--- config.mk ---
export PLATFORM = sky130hd
export DESIGN_NAME = flash_prog_top
export DESIGN_NICKNAME = d
export VERILOG_FILES = /design/src/hdl/flash_pkg.sv /design/src/hdl/host_pkg.sv /design/src/hdl/flash_prog_top.sv /design/src/hdl/prog_regs.sv /design/src/hdl/prog_sequencer.sv /design/src/hdl/spi_shifter.sv
export SDC_FILE = /design/constraint.sdc
export NUM_CORES = 1
export LEC_CHECK = 0
export ABC_AREA = 1
export BUFFER_PORTS_ARGS = -buffer_cell sky130_fd_sc_hd__buf_4
export CAP_MARGIN = 15
export CORE_MARGIN = 1
export CORE_UTILIZATION = 59
export CTS_CLUSTER_DIAMETER = 60
export DETAILED_ROUTE_END_ITERATION = 12
export PLACE_DENSITY = 0.86
export SYNTH_ARGS = -nofsm -noshare
export SYNTH_HDL_FRONTEND = slang
export SYNTH_HIERARCHICAL = 1
export SYNTH_SLANG_ARGS = --single-unit
--- constraint.sdc ---
create_clock -name clk -period 3.65 [get_ports clk]
set_input_delay 0.73 -clock clk [delete_from_list [all_inputs] [get_ports clk]]
set_output_delay 0.73 -clock clk [all_outputs]
set_load 0.03 [all_outputs]
--- src/hdl/flash_pkg.sv ---
// SPI NOR flash side definitions

package flash_pkg;

   localparam int addr_width = 24; // three address bytes
   localparam int word_width = 16; // data words are sent MSB first

   // one-byte opcodes used by the programming sequence
   typedef enum logic [7:0] {
      op_wake         = 8'hAB, // release from deep power-down
      op_write_enable = 8'h06,
      op_page_program = 8'h02
   } flash_op_e;

endpackage

--- src/hdl/host_pkg.sv ---
// host side job description and sequencer states

package host_pkg;

   // one programming job as handed over by the host
   typedef struct packed {
      logic [flash_pkg::addr_width-1:0] addr;       // start address
      logic [7:0]                       word_count; // 0 sends opcode and address only
      logic                             do_wake;    // send AB frame first
   } prog_job_t;

   typedef enum logic [3:0] {
      st_idle,
      st_wake,
      st_wake_gap,
      st_we,
      st_we_gap,
      st_cmd,
      st_addr,
      st_word_fetch,
      st_word_send,
      st_end_gap
   } seq_state_e;

endpackage

--- src/hdl/flash_prog_top.sv ---
`timescale 1ns/1ns

// SPI flash programming controller top level

module flash_prog_top #(
   parameter int sck_div    = 8,  // clocks per SPI bit, even and >= 4
   parameter int gap_cycles = 16  // CS high time after AB and 06
) (
   input  logic                             clk,
   input  logic                             reset,
   input  host_pkg::prog_job_t              cmd,
   input  logic                             cmd_req,
   output logic                             cmd_ack,
   output logic                             busy,
   output logic                             word_req,
   input  logic                             word_ack,
   input  logic [flash_pkg::word_width-1:0] word_data,
   output logic                             spi_sck,
   output logic                             spi_ss_n,
   output logic                             spi_mosi
);

   host_pkg::prog_job_t              job;
   logic                             start;
   logic                             done;
   logic                             shift_load;
   logic [flash_pkg::word_width-1:0] shift_data;
   logic [4:0]                       shift_bits;
   logic                             shift_done;

   prog_regs u_regs (
      .clk     (clk),
      .reset   (reset),
      .cmd     (cmd),
      .cmd_req (cmd_req),
      .cmd_ack (cmd_ack),
      .busy    (busy),
      .job     (job),
      .start   (start),
      .done    (done)
   );

   prog_sequencer #(
      .gap_cycles (gap_cycles)
   ) u_seq (
      .clk        (clk),
      .reset      (reset),
      .job        (job),
      .start      (start),
      .done       (done),
      .word_req   (word_req),
      .word_ack   (word_ack),
      .word_data  (word_data),
      .shift_load (shift_load),
      .shift_data (shift_data),
      .shift_bits (shift_bits),
      .shift_done (shift_done),
      .spi_ss_n   (spi_ss_n)
   );

   spi_shifter #(
      .sck_div (sck_div)
   ) u_shift (
      .clk        (clk),
      .reset      (reset),
      .shift_load (shift_load),
      .shift_data (shift_data),
      .shift_bits (shift_bits),
      .shift_done (shift_done),
      .spi_sck    (spi_sck),
      .spi_mosi   (spi_mosi)
   );

endmodule

--- src/hdl/prog_regs.sv ---
`timescale 1ns/1ns

// job register block
// accepts one job at a time over a four-phase req/ack channel and
// holds it stable for the sequencer until the job is done

module prog_regs (
   input  logic                clk,
   input  logic                reset,
   input  host_pkg::prog_job_t cmd,
   input  logic                cmd_req,
   output logic                cmd_ack,
   output logic                busy,
   output host_pkg::prog_job_t job,
   output logic                start,
   input  logic                done
);

   logic accept;

   // a new job is only taken once the previous handshake has closed
   assign accept = cmd_req && !cmd_ack && !busy;

   always_ff @(posedge clk) begin
      if (reset) begin
         cmd_ack <= 1'b0;
         busy    <= 1'b0;
         start   <= 1'b0;
      end else begin
         start <= 1'b0; // single cycle pulse

         if (accept) begin
            cmd_ack <= 1'b1;
            busy    <= 1'b1;
            start   <= 1'b1;
         end else if (cmd_ack && !cmd_req) begin
            cmd_ack <= 1'b0; // host released req, close the handshake
         end

         // done only arrives while busy, never in the accept cycle
         if (done) begin
            busy <= 1'b0;
         end
      end
   end

   // job payload, stable for as long as busy is high
   always_ff @(posedge clk) begin
      if (accept) begin
         job <= cmd;
      end
   end

endmodule

--- src/hdl/prog_sequencer.sv ---
`timescale 1ns/1ns

// frame sequencing for one programming job
// optional AB frame, 06 frame, then one 02 frame with address and data words

module prog_sequencer #(
   parameter int gap_cycles = 16
) (
   input  logic                             clk,
   input  logic                             reset,
   input  host_pkg::prog_job_t              job,
   input  logic                             start,
   output logic                             done,
   output logic                             word_req,
   input  logic                             word_ack,
   input  logic [flash_pkg::word_width-1:0] word_data,
   output logic                             shift_load,
   output logic [flash_pkg::word_width-1:0] shift_data,
   output logic [4:0]                       shift_bits,
   input  logic                             shift_done,
   output logic                             spi_ss_n
);

   localparam int gap_w = $clog2(gap_cycles + 1);
   localparam logic [gap_w-1:0] gap_last = gap_w'(gap_cycles - 1);

   host_pkg::seq_state_e             state;
   logic [gap_w-1:0]                 gap_cnt;
   logic [1:0]                       byte_cnt;   // address bytes left after the current one
   logic [7:0]                       words_left;
   logic [flash_pkg::addr_width-1:0] addr_sr;
   logic                             word_held;  // word latched while ack is still high

   always_ff @(posedge clk) begin
      if (reset) begin
         state      <= host_pkg::st_idle;
         gap_cnt    <= '0;
         byte_cnt   <= '0;
         words_left <= '0;
         word_held  <= 1'b0;
         word_req   <= 1'b0;
         shift_load <= 1'b0;
         done       <= 1'b0;
         spi_ss_n   <= 1'b1;
      end else begin
         shift_load <= 1'b0;
         done       <= 1'b0;

         case (state)
            host_pkg::st_idle: begin
               if (start) begin
                  spi_ss_n   <= 1'b0;
                  shift_load <= 1'b1;
                  shift_bits <= 5'd8;
                  addr_sr    <= job.addr;
                  words_left <= job.word_count;
                  if (job.do_wake) begin
                     shift_data <= {flash_pkg::op_wake, 8'h00};
                     state      <= host_pkg::st_wake;
                  end else begin
                     shift_data <= {flash_pkg::op_write_enable, 8'h00};
                     state      <= host_pkg::st_we;
                  end
               end
            end

            host_pkg::st_wake: begin
               if (shift_done) begin
                  spi_ss_n <= 1'b1;
                  gap_cnt  <= '0;
                  state    <= host_pkg::st_wake_gap;
               end
            end

            host_pkg::st_wake_gap: begin
               gap_cnt <= gap_cnt + 1'b1;
               if (gap_cnt == gap_last) begin // flash needs time to wake up
                  spi_ss_n   <= 1'b0;
                  shift_load <= 1'b1;
                  shift_bits <= 5'd8;
                  shift_data <= {flash_pkg::op_write_enable, 8'h00};
                  state      <= host_pkg::st_we;
               end
            end

            host_pkg::st_we: begin
               if (shift_done) begin
                  spi_ss_n <= 1'b1; // rising CS latches write enable
                  gap_cnt  <= '0;
                  state    <= host_pkg::st_we_gap;
               end
            end

            host_pkg::st_we_gap: begin
               gap_cnt <= gap_cnt + 1'b1;
               if (gap_cnt == gap_last) begin
                  spi_ss_n   <= 1'b0;
                  shift_load <= 1'b1;
                  shift_bits <= 5'd8;
                  shift_data <= {flash_pkg::op_page_program, 8'h00};
                  state      <= host_pkg::st_cmd;
               end
            end

            host_pkg::st_cmd: begin
               if (shift_done) begin
                  shift_load <= 1'b1;
                  shift_data <= {addr_sr[flash_pkg::addr_width-1 -: 8], 8'h00};
                  addr_sr    <= addr_sr << 8;
                  byte_cnt   <= 2'd2;
                  state      <= host_pkg::st_addr;
               end
            end

            host_pkg::st_addr: begin
               if (shift_done) begin
                  if (byte_cnt != 2'd0) begin
                     shift_load <= 1'b1;
                     shift_data <= {addr_sr[flash_pkg::addr_width-1 -: 8], 8'h00};
                     addr_sr    <= addr_sr << 8;
                     byte_cnt   <= byte_cnt - 2'd1;
                  end else if (words_left == 8'd0) begin
                     spi_ss_n <= 1'b1; // address only without data
                     gap_cnt  <= '0;
                     state    <= host_pkg::st_end_gap;
                  end else begin
                     state <= host_pkg::st_word_fetch;
                  end
               end
            end

            // CS stays low here for as long as the host takes
            host_pkg::st_word_fetch: begin
               if (!word_req && !word_held) begin
                  word_req <= 1'b1;
               end
               if (word_req && word_ack) begin
                  word_req   <= 1'b0;
                  shift_data <= word_data;
                  word_held  <= 1'b1;
               end
               if (word_held && !word_ack) begin
                  word_held  <= 1'b0;
                  shift_load <= 1'b1;
                  shift_bits <= 5'd16;
                  state      <= host_pkg::st_word_send;
               end
            end

            host_pkg::st_word_send: begin
               if (shift_done) begin
                  words_left <= words_left - 8'd1;
                  if (words_left == 8'd1) begin
                     spi_ss_n <= 1'b1; // last word starts the program cycle
                     gap_cnt  <= '0;
                     state    <= host_pkg::st_end_gap;
                  end else begin
                     state <= host_pkg::st_word_fetch;
                  end
               end
            end

            host_pkg::st_end_gap: begin
               gap_cnt <= gap_cnt + 1'b1;
               if (gap_cnt == gap_w'(1)) begin
                  done  <= 1'b1;
                  state <= host_pkg::st_idle;
               end
            end

            default: state <= host_pkg::st_idle;
         endcase
      end
   end

   // ack of the previous word must be gone before the next request
   a_word_req_after_ack : assert property (@(posedge clk) disable iff (reset)
      $rose(word_req) |-> !$past(word_ack))
      else $error("word_req raised while word_ack still high");

   a_cs_high_in_gap : assert property (@(posedge clk) disable iff (reset)
      state inside {host_pkg::st_wake_gap, host_pkg::st_we_gap, host_pkg::st_end_gap}
      |-> spi_ss_n)
      else $error("chip select low during a gap");

endmodule

--- src/hdl/spi_shifter.sv ---
`timescale 1ns/1ns

// SPI mode 0 serializer
// each bit lasts sck_div clocks, MOSI changes at the start of the bit
// and SCK is high during the second half

module spi_shifter #(
   parameter int sck_div = 8
) (
   input  logic                            clk,
   input  logic                            reset,
   input  logic                            shift_load,
   input  logic [flash_pkg::word_width-1:0] shift_data,
   input  logic [4:0]                      shift_bits,
   output logic                            shift_done,
   output logic                            spi_sck,
   output logic                            spi_mosi
);

   localparam int phase_w = $clog2(sck_div);
   localparam logic [phase_w-1:0] half_phase = phase_w'(sck_div / 2 - 1);
   localparam logic [phase_w-1:0] last_phase = phase_w'(sck_div - 1);

   logic                             active;
   logic [phase_w-1:0]               phase_cnt;
   logic [4:0]                       bit_cnt;   // bits still to send after this one
   logic [flash_pkg::word_width-1:0] shreg;

   always_ff @(posedge clk) begin
      if (reset) begin
         active     <= 1'b0;
         phase_cnt  <= '0;
         bit_cnt    <= '0;
         shift_done <= 1'b0;
         spi_sck    <= 1'b0;
         spi_mosi   <= 1'b0;
      end else begin
         shift_done <= 1'b0;

         if (shift_load) begin
            active    <= 1'b1;
            phase_cnt <= '0;
            bit_cnt   <= shift_bits - 5'd1;
            spi_mosi  <= shift_data[flash_pkg::word_width-1]; // MSB goes first
            shreg     <= shift_data << 1;
         end else if (active) begin
            phase_cnt <= phase_cnt + 1'b1;
            if (phase_cnt == half_phase) begin
               spi_sck <= 1'b1; // flash samples on this edge
            end
            if (phase_cnt == last_phase) begin
               spi_sck   <= 1'b0;
               phase_cnt <= '0;
               if (bit_cnt == 5'd0) begin
                  active     <= 1'b0;
                  shift_done <= 1'b1;
                  spi_mosi   <= 1'b0;
               end else begin
                  bit_cnt  <= bit_cnt - 5'd1;
                  spi_mosi <= shreg[flash_pkg::word_width-1];
                  shreg    <= shreg << 1;
               end
            end
         end
      end
   end

   // the sequencer must wait for shift_done before loading again
   a_no_load_while_busy : assert property (@(posedge clk) disable iff (reset)
      shift_load |-> !active)
      else $error("shift_load while a shift is in progress");

endmodule

==> results of run 1 <==
-- worst max-delay path: stages, from the launching register on --
cell and delay, ns:
dfxtp_1 0.55, nor2_4 0.10, o21ai_2 0.63, inv_2 0.44
a22oi_1 0.26, nand4_1 0.10
-- report_power, final --
part	total (mW)	internal (mW)	switching (mW)
sequential	1.86	1.76	0.0934
clock	1.56	0.915	0.645
combinational	0.830	0.273	0.558
total	4.25	2.95	1.30
-- state kept, by name (all words and copies together), names as in the netlist, 2 cells and up --
signal / flops
u_shift/phase_cnt: 3
u_seq/byte_cnt: 2
u_seq/state: 4
u_seq/gap_cnt: 5
u_shift/bit_cnt: 5
u_shift/shreg: 15
u_seq/words_left: 8
u_seq/shift_bits: 2
u_seq/shift_data: 16
u_regs/job: 33
u_seq/addr_sr: 24
-- cell usage after synthesis (5+ instances only) --
| cell type | number | area share, % |
|---|---|---|
| a21oi_1 | 29 | 2.4 |
| buf_2 | 7 | 0.59 |
| buf_6 | 6 | 1.1 |
| dfxtp_1 | 39 | 13 |
| edfxtp_1 | 90 | 45 |
| ha_1 | 12 | 2.5 |
| inv_1 | 62 | 3.9 |
| inv_2 | 15 | 0.94 |
| nand2_1 | 208 | 13 |
| nand2_2 | 5 | 0.52 |
| nand3_1 | 31 | 2.6 |
| nand4_1 | 7 | 0.73 |
| nor2_1 | 64 | 4.0 |
| nor2_2 | 6 | 0.63 |
| o21ai_0 | 16 | 1.3 |
-- layout make-up --
| type | count | area, µm² | area share (%) |
|---|---|---|---|
| Sequential cell | 129 | 3480 | 49.7 |
| Multi-Input combinational cell | 425 | 2040 | 29.2 |
| Timing Repair Buffer | 62 | 465 | 6.64 |
| Clock buffer | 19 | 422 | 6.02 |
| Inverter | 78 | 295 | 4.22 |
| Tap cell | 133 | 166 | 2.38 |
| Clock inverter | 13 | 129 | 1.84 |
-- path summary, 6_finish.rpt --
path	start	end	slack, ns	depth (start not counted)
worst max-delay path	u_seq/state[0]	u_seq/shift_data[9]	1.28	5
worst min-delay path	cmd[7]	u_regs/job[7]	0.38	1
worst max register to register	u_seq/state[0]	u_seq/shift_data[9]	1.28	5
worst min register to register	u_seq/spi_ss_n	u_seq/spi_ss_n	0.45	2
-- routing by layer --
layer	up-vias	part of all wire [%]	global-route usage (%)
li1	2239	-	-
met1	2131	40	27.2
met2	180	53	41.5
met3	20	4.9	5.83
met4	0	1.9	9.89
met5	-	0	0
-- per-stage QoR --
stage | area, µm² | utilization [%] | setup WS (ns) | hold WS (ns) | power, mW
finish | 7010 | 71.7 | 1.28 | 0.384 | 4.25
global route | 7010 | 71.7 | 1.07 | 0.363 | 4.44
CTS | 7010 | 71.7 | 1.27 | 0.368 | 4.26
detailed placement | 6450 | 66.0 | 1.30 | 0.443 | 2.69
global placement | 6450 | 66.0 | 1.42 | 0.441 | 2.66
floorplan | 5970 | - | 0.475 | 0.439 | 2.49
-- cell families (layout without fill, tap and decap cells) --
logic type	after synthesis	in the layout	share of synthesized area, %
and+or+nand+nor	341	341	24.5
DFF	129	129	58.4
buffers and inverters	98	172	7.56
AOI/OAI and AO/OA	67	67	6.63
adders and majority gates	12	12	2.52
xor gates and xnor gates	2	2	0.294
other	1	3	0.0629
==> summary.md, run 1 <==
| Metric | Value |
|---|---|
| Initial Util | 61.0% |
| Static Leak | about 3.0 nW |
| Gr usage total | 23.5% |
| CP Capture Type | register |
| Die area | about 11,000 µm² |
| Async SR Flop Fraction | 0% |
| Commonest cells after routing, fill and taps aside | 208 x nand2_1, 90 x edfxtp_1, 64 x nor2_1 |
| Number of flops mapped to enable cells by yosys | 90 |
| CTS tree | built |
| Hold_buf cts | 0 |
| Skew final | a little under 0.01 ns |
| Slew Viols, Final | 0 |
| DR DRC count | 0 |
| DRT iter0 DRCs | around 320 |
| Crit path time final | between 2 and 2.5 ns |
| Placed insts | 827 |
| GP Congestion | between 0.9 and 1 |
| Nets | approximately 800 |
| CTS resizes | 0 |
| Vias in the first global route | 4,161 |
| Row count | 36 |
| PwrDens | approximately 610 nW/µm² |
| Worst setup SP type | register |
| Initial antenna violation count | 0 |
| Wirelength per Cell | 13.9 µm |
| Tcrit/Tclk final | 64.8% |
| Unrepaired setup endpoints after global routing | no |
| CORE AREA | slightly below 10,000 µm² |
| Antenna diodes | 0 |
| Synth-to-Final Area Change | 17.5% |
| First-pass GRT wire length | ~19 mm |
| Vias per Instance | 5.32 |
| ANT nets after route | 0 |
| Main synth FF type | edfxtp_1 |
| Initial DRT Pass Iterations | 5 |
| Worst endpoint required time | 3.90 ns |
| Layout cells sized above 1 | a little under a fifth |
| Unique masters post-synth | a little over 40 |
| Crit Path Max Fanout | 32 |
| Top-level port count | just under 60 |
| Total number of vias | between 4,000 and 5,000 |
| I/O Buffers | 58 |
| Rel. slew slack | 48.9% |
| Syn Inst Count | between 600 and 700 |
| Class of the worst hold path | input port to register |
| Congestion Overflow GR | 0 |
| Final Setup Violations | 0 |
| Clk slew on worst S/H paths | 0.06 ns |
| Largest net degree at the start of global routing | 34 |
| DP Wirelength | 7.83 mm |
| Status | completed |
| Yosys warns | 6 |
| H-Tree Depth | 4 |
| Post-Route WL | between 10 and 15 mm |
| CTS Buffer Depth | 2 |
| Seq/Total Area, Yosys | roughly three fifths |
| Die width | about 100 µm |
| Die height | between 100 and 150 µm |
| CTS buffer count | 17 |
| Fmax | between 400 and 500 MHz |
| Kind of critical path | register to register |
| CTS root buf | clkbuf_8 |
| TritonCTS Sinks | 129 |
| Arr. time, crit path | 2.62 ns |
| Avg Cell Area, Syn | a little over 9 µm² |
| Synthesized area | 5960 µm² |
| Max Cap Viol | 0 |
| Post-CTS Setup Repair Bufs | 0 |
| Worst skew pair latency | ~0.52 ns |
| Post-route insts no fill | 859 |
| Commonest non-fill, non-tap cell in the layout | nand2_1 |
| Final hold violation count | 0 |
| Fill cells | ~660 |
| Synthesized flop and latch total | 129 |
| VDD IR max | slightly above 0.0004 V |
| Setup_tns | 0 ns |
| Slew @ Worst Pin | ~0.77 ns |
Power figures use the tool's default switching activity.
==> run 2: changes to the inputs <==
--- a/config.mk
+++ b/config.mk
@@ -9,10 +9,10 @@
 export BUFFER_PORTS_ARGS = -buffer_cell sky130_fd_sc_hd__buf_4
 export CAP_MARGIN = 15
 export CORE_MARGIN = 1
-export CORE_UTILIZATION = 59
+export CORE_UTILIZATION = 53
 export CTS_CLUSTER_DIAMETER = 60
 export DETAILED_ROUTE_END_ITERATION = 12
-export PLACE_DENSITY = 0.86
+export PLACE_DENSITY = 0.82
 export SYNTH_ARGS = -nofsm -noshare
 export SYNTH_HDL_FRONTEND = slang
 export SYNTH_HIERARCHICAL = 1
==> constraint.sdc (replaced) <==
create_clock -name clk -period 2 [get_ports clk]
set_input_delay 0.4 -clock clk [delete_from_list [all_inputs] [get_ports clk]]
set_output_delay 0.4 -clock clk [all_outputs]
set_load 0.03 [all_outputs]
==> run 2 against run 1 <==
  * Routed wire length fell by 4.7%
  * Final area increased by 3.8%
  * Critical path depth grew 5
  * Setup slack lost 1.2 ns
  * Register-to-register slack worse by 1.2 ns
  * Fmax is 25% higher
==> summary.md, run 2 (same netlist as run 1, synthesis figures left out) <==
| Metric | Value |
|---|---|
| Worst endpoint required time | 2.23 ns (-1.67 ns) |
| Reg2Reg Setup Slack | 0.10 ns (-1.18 ns) |
| DR DRC count | 0 (unchanged) |
| Fmax | 528 MHz (+25%) |
| Commonest non-fill, non-tap cell in the layout | nand2_1 |
| Most flops, register | u_regs/job |
| CTS root buf | clkbuf_8 |
| Top Registers | u_regs/job x33, u_seq/addr_sr x24, u_seq/shift_data x16 |
| Congestion Overflow GR | 0 (unchanged) |
| Worst skew pair latency | 0.52 ns (about the same) |
| Top-level port count | 59 (unchanged) |
| Initial DRT Pass Iterations | 5 (unchanged) |
| Slew Viols, Final | 0 (unchanged) |
| Status | completed |
| Wirelength per Cell | 12.8 µm (-7.5%) |
| Worst Setup SP | u_seq/gap_cnt[0] |
| Vias in the first global route | 4,307 (+3.5%) |
| Number of flip-flops in the largest register | 33 (unchanged) |
| Class of the worst hold path | input port to register |
| Skew final | 0.0123 ns (+0.00240 ns) |
| Gr usage total | 20.8% (-2.7 points) |
| Hold_buf cts | 0 (unchanged) |
| Initial antenna violation count | 0 (unchanged) |
| Worst Reg-to-Reg Cells | 10 (+5) |
| H-Tree Depth | 4 (unchanged) |
| CTS Buffer Depth | 2 (unchanged) |
| Crit Path Max Fanout | 16 (-50%) |
| Unrepaired setup endpoints after global routing | no |
| CORE AREA | 10,900 µm² (+11%) |
| DP Wirelength | 8.06 mm (+2.9%) |
| I/O Buffers | 58 (unchanged) |
| Die height | 108 µm (+5.4%) |
| Kind of critical path | register to register |
| Die area | 11,700 µm² (+11%) |
| R2r startpoint | u_seq/gap_cnt[0] |
| Util after Layout | 66.8% (-4.9 points) |
| Final Setup Violations | 0 (unchanged) |
| Crit path time final | 1.90 ns (-0.470 ns) |
| Fill cells | 809 (+23%) |
| Initial Util | 54.7% (-6.2 points) |
| VDD IR max | 0.000804 V (+93%) |
| Critical Path End | u_seq/shift_data[11] |
| Layout cells sized above 1 | 22.8% (+3.8 points) |
| ANT nets after route | 0 (unchanged) |
| Tcrit/Tclk final | 94.8% (+30 points) |
| Synth-to-Final Area Change | 21.9% |
| GP Congestion | 0.902 (-7.9%) |
| Post-Route WL | 11.4 mm (-4.7%) |
| R2R Path End | u_seq/shift_data[11] |
| Row count | 38 (+5.6%) |
| First-pass GRT wire length | 18.6 mm (+0.37%) |
| Static Leak | 3.15 nW (+3.7%) |
| Vias per Instance | 5.09 (-4.4%) |
| Clk slew on worst S/H paths | 0.06 ns (about the same) |
| TritonCTS Sinks | 129 (unchanged) |
| DRT iter0 DRCs | 282 (-13%) |
| Largest net degree at the start of global routing | 34 (unchanged) |
| CTS buffer count | 17 (unchanged) |
| Setup_tns | 0 ns (unchanged) |
| Antenna diodes | 0 (unchanged) |
| Worst setup SP type | register |
| Total number of vias | 4,501 (-1.5%) |
| Max Cap Viol | 0 (unchanged) |
| Arr. time, crit path | 2.12 ns (-0.50 ns) |
| Final hold violation count | 0 (unchanged) |
| Nets | 797 (+2.4%) |
| PwrDens | 1110 nW/µm² (+84%) |
| Commonest cells after routing, fill and taps aside | 207 x nand2_1, 90 x edfxtp_1, 79 x buf_4 |
| CTS tree | built |
| Die width | 108 µm (+5.4%) |
| CP Capture Type | register |
[run 2: what timing repair did]
item / in CTS / in global routing
setup buffers: 0 / 3
cloned: 0 / 0
pin swaps: 0 / 4
resized for setup: 1 / 8
endpoints found under the setup margin: 2 / 42
[run 2: area by class of cell]
type / count / area, µm² / share of cell area, %
sequential: 129 / 3490 / 48.0
multi-input combinational: 425 / 2100 / 28.9
timing repair buffer: 81 / 633 / 8.71
clock buffer: 17 / 414 / 5.70
inverter: 78 / 300 / 4.13
tap: 140 / 175 / 2.41
clock inverter: 15 / 150 / 2.07
[run 2: power by group]
group / switching (mW) / internal (mW)
sequential: 0.178 / 3.22
clock: 1.23 / 1.68
combinational: 1.11 / 0.673
[run 2: how the worst min path moves through the flow]
stage	startpoint	to	slack, ns	cells past startpoint
final	cmd[16]	u_regs/job[16]	0.05	1
after CTS	cmd[4]	u_regs/job[4]	0.02	1
after floorplan	u_seq/words_left[6]	u_seq/words_left[6]	0.44	2
after global routing	cmd[10]	u_regs/job[10]	0.03	1
after detailed placement	u_regs/busy	u_regs/cmd_ack	0.46	1
after global placement	u_regs/busy	u_regs/cmd_ack	0.44	1
[run 2: metrics by stage]
step / hold WS [ns] / setup WS [ns] / std cells / power (mW) / area, µm²
3_5_place_dp: 0.456 / -0.00369 / 850 / 5.14 / 6650
4_1_cts: 0.0214 / 0.0210 / 882 / 8.08 / 7220
5_1_grt: 0.0297 / 0.00973 / 885 / 8.47 / 7270
6_report: 0.0483 / 0.105 / 885 / 8.10 / 7270
3_3_place_gp: 0.437 / 0.0894 / 850 / 5.07 / 6650
2_1_floorplan: 0.439 / -0.0708 / 652 / 4.61 / 6020
[run 2: critical path, stage by stage, from the launching register on]
cell and delay [ns]:
dfxtp_4 0.35, ha_2 0.17, nand2_1 0.07, nor2_1 0.13
ha_2 0.19, inv_1 0.05, nand2_1 0.07, nand2_2 0.06
buf_4 0.14, nor4_4 0.18, buf_12 0.19
[run 2: metal layers]
metal  track usage (%)  part of all wire, %  wire (µm)
met2              36.2                   51       5770
met4              10.2                  1.6        185
met3              4.76                  4.7        536
met5                 0                    0          0
met1              24.0                   43       4880
==> run 3: changes to the inputs <==
--- a/config.mk
+++ b/config.mk
@@ -8,11 +8,13 @@
 export ABC_AREA = 1
 export BUFFER_PORTS_ARGS = -buffer_cell sky130_fd_sc_hd__buf_4
 export CAP_MARGIN = 15
+export CELL_PAD_IN_SITES_DETAIL_PLACEMENT = 1
+export CELL_PAD_IN_SITES_GLOBAL_PLACEMENT = 2
 export CORE_MARGIN = 1
-export CORE_UTILIZATION = 53
+export CORE_UTILIZATION = 40
 export CTS_CLUSTER_DIAMETER = 60
 export DETAILED_ROUTE_END_ITERATION = 12
-export PLACE_DENSITY = 0.82
+export PLACE_DENSITY = 0.91
 export SYNTH_ARGS = -nofsm -noshare
 export SYNTH_HDL_FRONTEND = slang
 export SYNTH_HIERARCHICAL = 1
==> constraint.sdc (replaced) <==
create_clock -name clk -period 2.3 [get_ports clk]
set_input_delay 0.46 -clock clk [delete_from_list [all_inputs] [get_ports clk]]
set_output_delay 0.46 -clock clk [all_outputs]
set_load 0.03 [all_outputs]
==> run 3 against run 2 <==
  * Combinational power shrank 22%
  * Routed wire length grew 20%
  * Final area shrank 1.1%
  * Die area rose by 32%
  * Largest power group unchanged
==> summary.md, run 3 (same netlist as run 1, synthesis figures left out) <==
| Metric | Value |
|---|---|
| Most flops, register | u_regs/job |
| Total power | 6.94 mW (-14%) |
| Worst endpoint required time | 2.41 ns (+0.18 ns) |
| Final Setup Violations | 0 (unchanged) |
| Vias in the first global route | 4,681 (+8.7%) |
| H-Tree Depth | 4 (unchanged) |
| Crit Path Max Fanout | 16 (unchanged) |
| Wirelength per Cell | 14.8 µm (+15%) |
| Kind of critical path | register to register |
| Top Registers | u_regs/job x33, u_seq/addr_sr x24, u_seq/shift_data x16 |
| Vias per Instance | 4.90 (-3.6%) |
| Worst skew pair latency | 0.42 ns (-0.10 ns) |
| Gr usage total | 19.3% (-1.4 points) |
| Nets | 786 (-1.4%) |
| Total number of vias | 4,500 (-0.022%) |
| DP Wirelength | 9.68 mm (+20%) |
| Row count | 44 (+16%) |
| DRT iter0 DRCs | 185 (-34%) |
| Clk slew on worst S/H paths | 0.06 ns (about the same) |
| Initial DRT Pass Iterations | 4 (-1) |
| Synth-to-Final Area Change | 20.6% |
| Unrepaired setup endpoints after global routing | no |
| Die area | 15,400 µm² (+32%) |
| Initial Util | 41.0% (-14 points) |
| VDD IR max | 0.000564 V (-30%) |
| TritonCTS Sinks | 129 (unchanged) |
| Final hold violation count | 0 (unchanged) |
| Post-Route WL | 13.6 mm (+20%) |
| I/O Buffers | 58 (unchanged) |
| Congestion Overflow GR | 0 (unchanged) |
| Top-level port count | 59 (unchanged) |
| Layout cells sized above 1 | 19.8% (-3.1 points) |
| Crit path time final | 2.07 ns (+0.177 ns) |
| CTS tree | built |
| Max Cap Viol | 0 (unchanged) |
| Fill cells | 1,672 (+110%) |
| Antenna diodes | 0 (unchanged) |
| CTS root buf | clkbuf_16 |
| Post-route insts no fill | 918 (+3.7%) |
| PwrDens | 965 nW/µm² (-13%) |
| Number of flip-flops in the largest register | 33 (unchanged) |
| Fmax | 483 MHz (-8.5%) |
| Commonest cells after routing, fill and taps aside | 208 x nand2_1, 90 x edfxtp_1, 68 x buf_4 |
| Largest net degree at the start of global routing | 34 (unchanged) |
| Hold_ws | 0.216 ns (+0.168 ns) |
| Static Leak | 3.09 nW (-1.7%) |
| Util after Layout | 49.5% (-17 points) |
| CORE AREA | 14,500 µm² (+33%) |
| Die height | 124 µm (+15%) |
| Tcrit/Tclk final | 90.1% (-4.7 points) |
| CP Capture Type | register |
| DR DRC count | 0 (unchanged) |
| Placed insts | 886 (+4.2%) |
| Class of the worst hold path | input port to register |
| Setup_tns | 0 ns (unchanged) |
| ANT nets after route | 0 (unchanged) |
| First-pass GRT wire length | 22.2 mm (+20%) |
| CTS Buffer Depth | 2 (unchanged) |
| Initial antenna violation count | 0 (unchanged) |
| Slew Viols, Final | 0 (unchanged) |
| Skew final | 0.00524 ns (-0.00704 ns) |
| Arr. time, crit path | 2.19 ns (+0.07 ns) |
| GP Congestion | 0.813 (-9.9%) |
| Worst setup SP type | register |
| Commonest non-fill, non-tap cell in the layout | nand2_1 |
| Die width | 124 µm (+15%) |
| Status | completed |
| CTS buffer count | 17 (unchanged) |
-- run 3: cell types whose count changed in the layout (fill, tap and decap cells not counted), sizes merged --
cell | previous run | this run
bufinv | 1 | 2
clkinv | 3 | 8
clkbuf | 17 | 18
clkinvlp | 4 | 2
buf | 81 | 70
inv | 85 | 80
-- run 3: cell type report --
class	instances	area (µm²)	area share (%)
Clock inverter	14	140	1.95
Tap cell	184	230	3.20
Inverter	78	295	4.11
Clock buffer	18	429	5.97
Timing Repair Buffer	70	542	7.54
Sequential cell	129	3480	48.5
Multi-Input combinational cell	425	2070	28.8
-- run 3: path summary, 6_finish.rpt --
| check | slack (ns) | endpoint | depth (start not counted) | startpoint |
|---|---|---|---|---|
| worst min register to register | 0.46 | u_seq/spi_ss_n | 2 | u_seq/spi_ss_n |
| worst min-delay path | 0.22 | u_regs/job[11] | 1 | cmd[11] |
| worst max register to register | 0.23 | u_seq/shift_data[15] | 9 | u_seq/gap_cnt[0] |
| worst max-delay path | 0.23 | u_seq/shift_data[15] | 9 | u_seq/gap_cnt[0] |
-- run 3: per-layer routing --
| layer | share of wire (%) | global-route usage, % | vias to the layer above |
|---|---|---|---|
| met4 | 2.0 | 8.33 | 0 |
| li1 | - | - | 2258 |
| met3 | 2.6 | 4.03 | 22 |
| met2 | 53 | 34.8 | 60 |
| met1 | 42 | 22.0 | 2160 |
| met5 | 0 | 0 | - |
-- run 3: metrics by stage --
step	setup WS [ns]	area (µm²)
2_1_floorplan	0.163	5990
3_3_place_gp	0.237	6600
3_5_place_dp	0.104	6600
4_1_cts	0.0277	7170
5_1_grt	0.0348	7190
6_report	0.228	7190
-- run 3: worst max-delay path: stages, from the launching register on --
cell,delay [ns]
dfxtp_1,0.39
ha_1,0.18
nand2_1,0.07
nor2_1,0.11
ha_1,0.19
inv_1,0.06
nand2_1,0.06
nand2_1,0.13
nor4_4,0.34
buf_6,0.23
-- run 3: power breakdown --
| part | total (mW) | switching, mW | internal (mW) |
|---|---|---|---|
| Clock | 2.59 | 1.00 | 1.59 |
| Combinational | 1.40 | 0.931 | 0.468 |
| Sequential | 2.95 | 0.152 | 2.80 |
| Total | 6.94 | 2.08 | 4.85 |
-- run 3: what timing repair did --
item,CTS,global route
hold buffers,0,0
endpoints found under the setup margin,0,18
buffers inserted,0,0
gates resized for setup,0,3
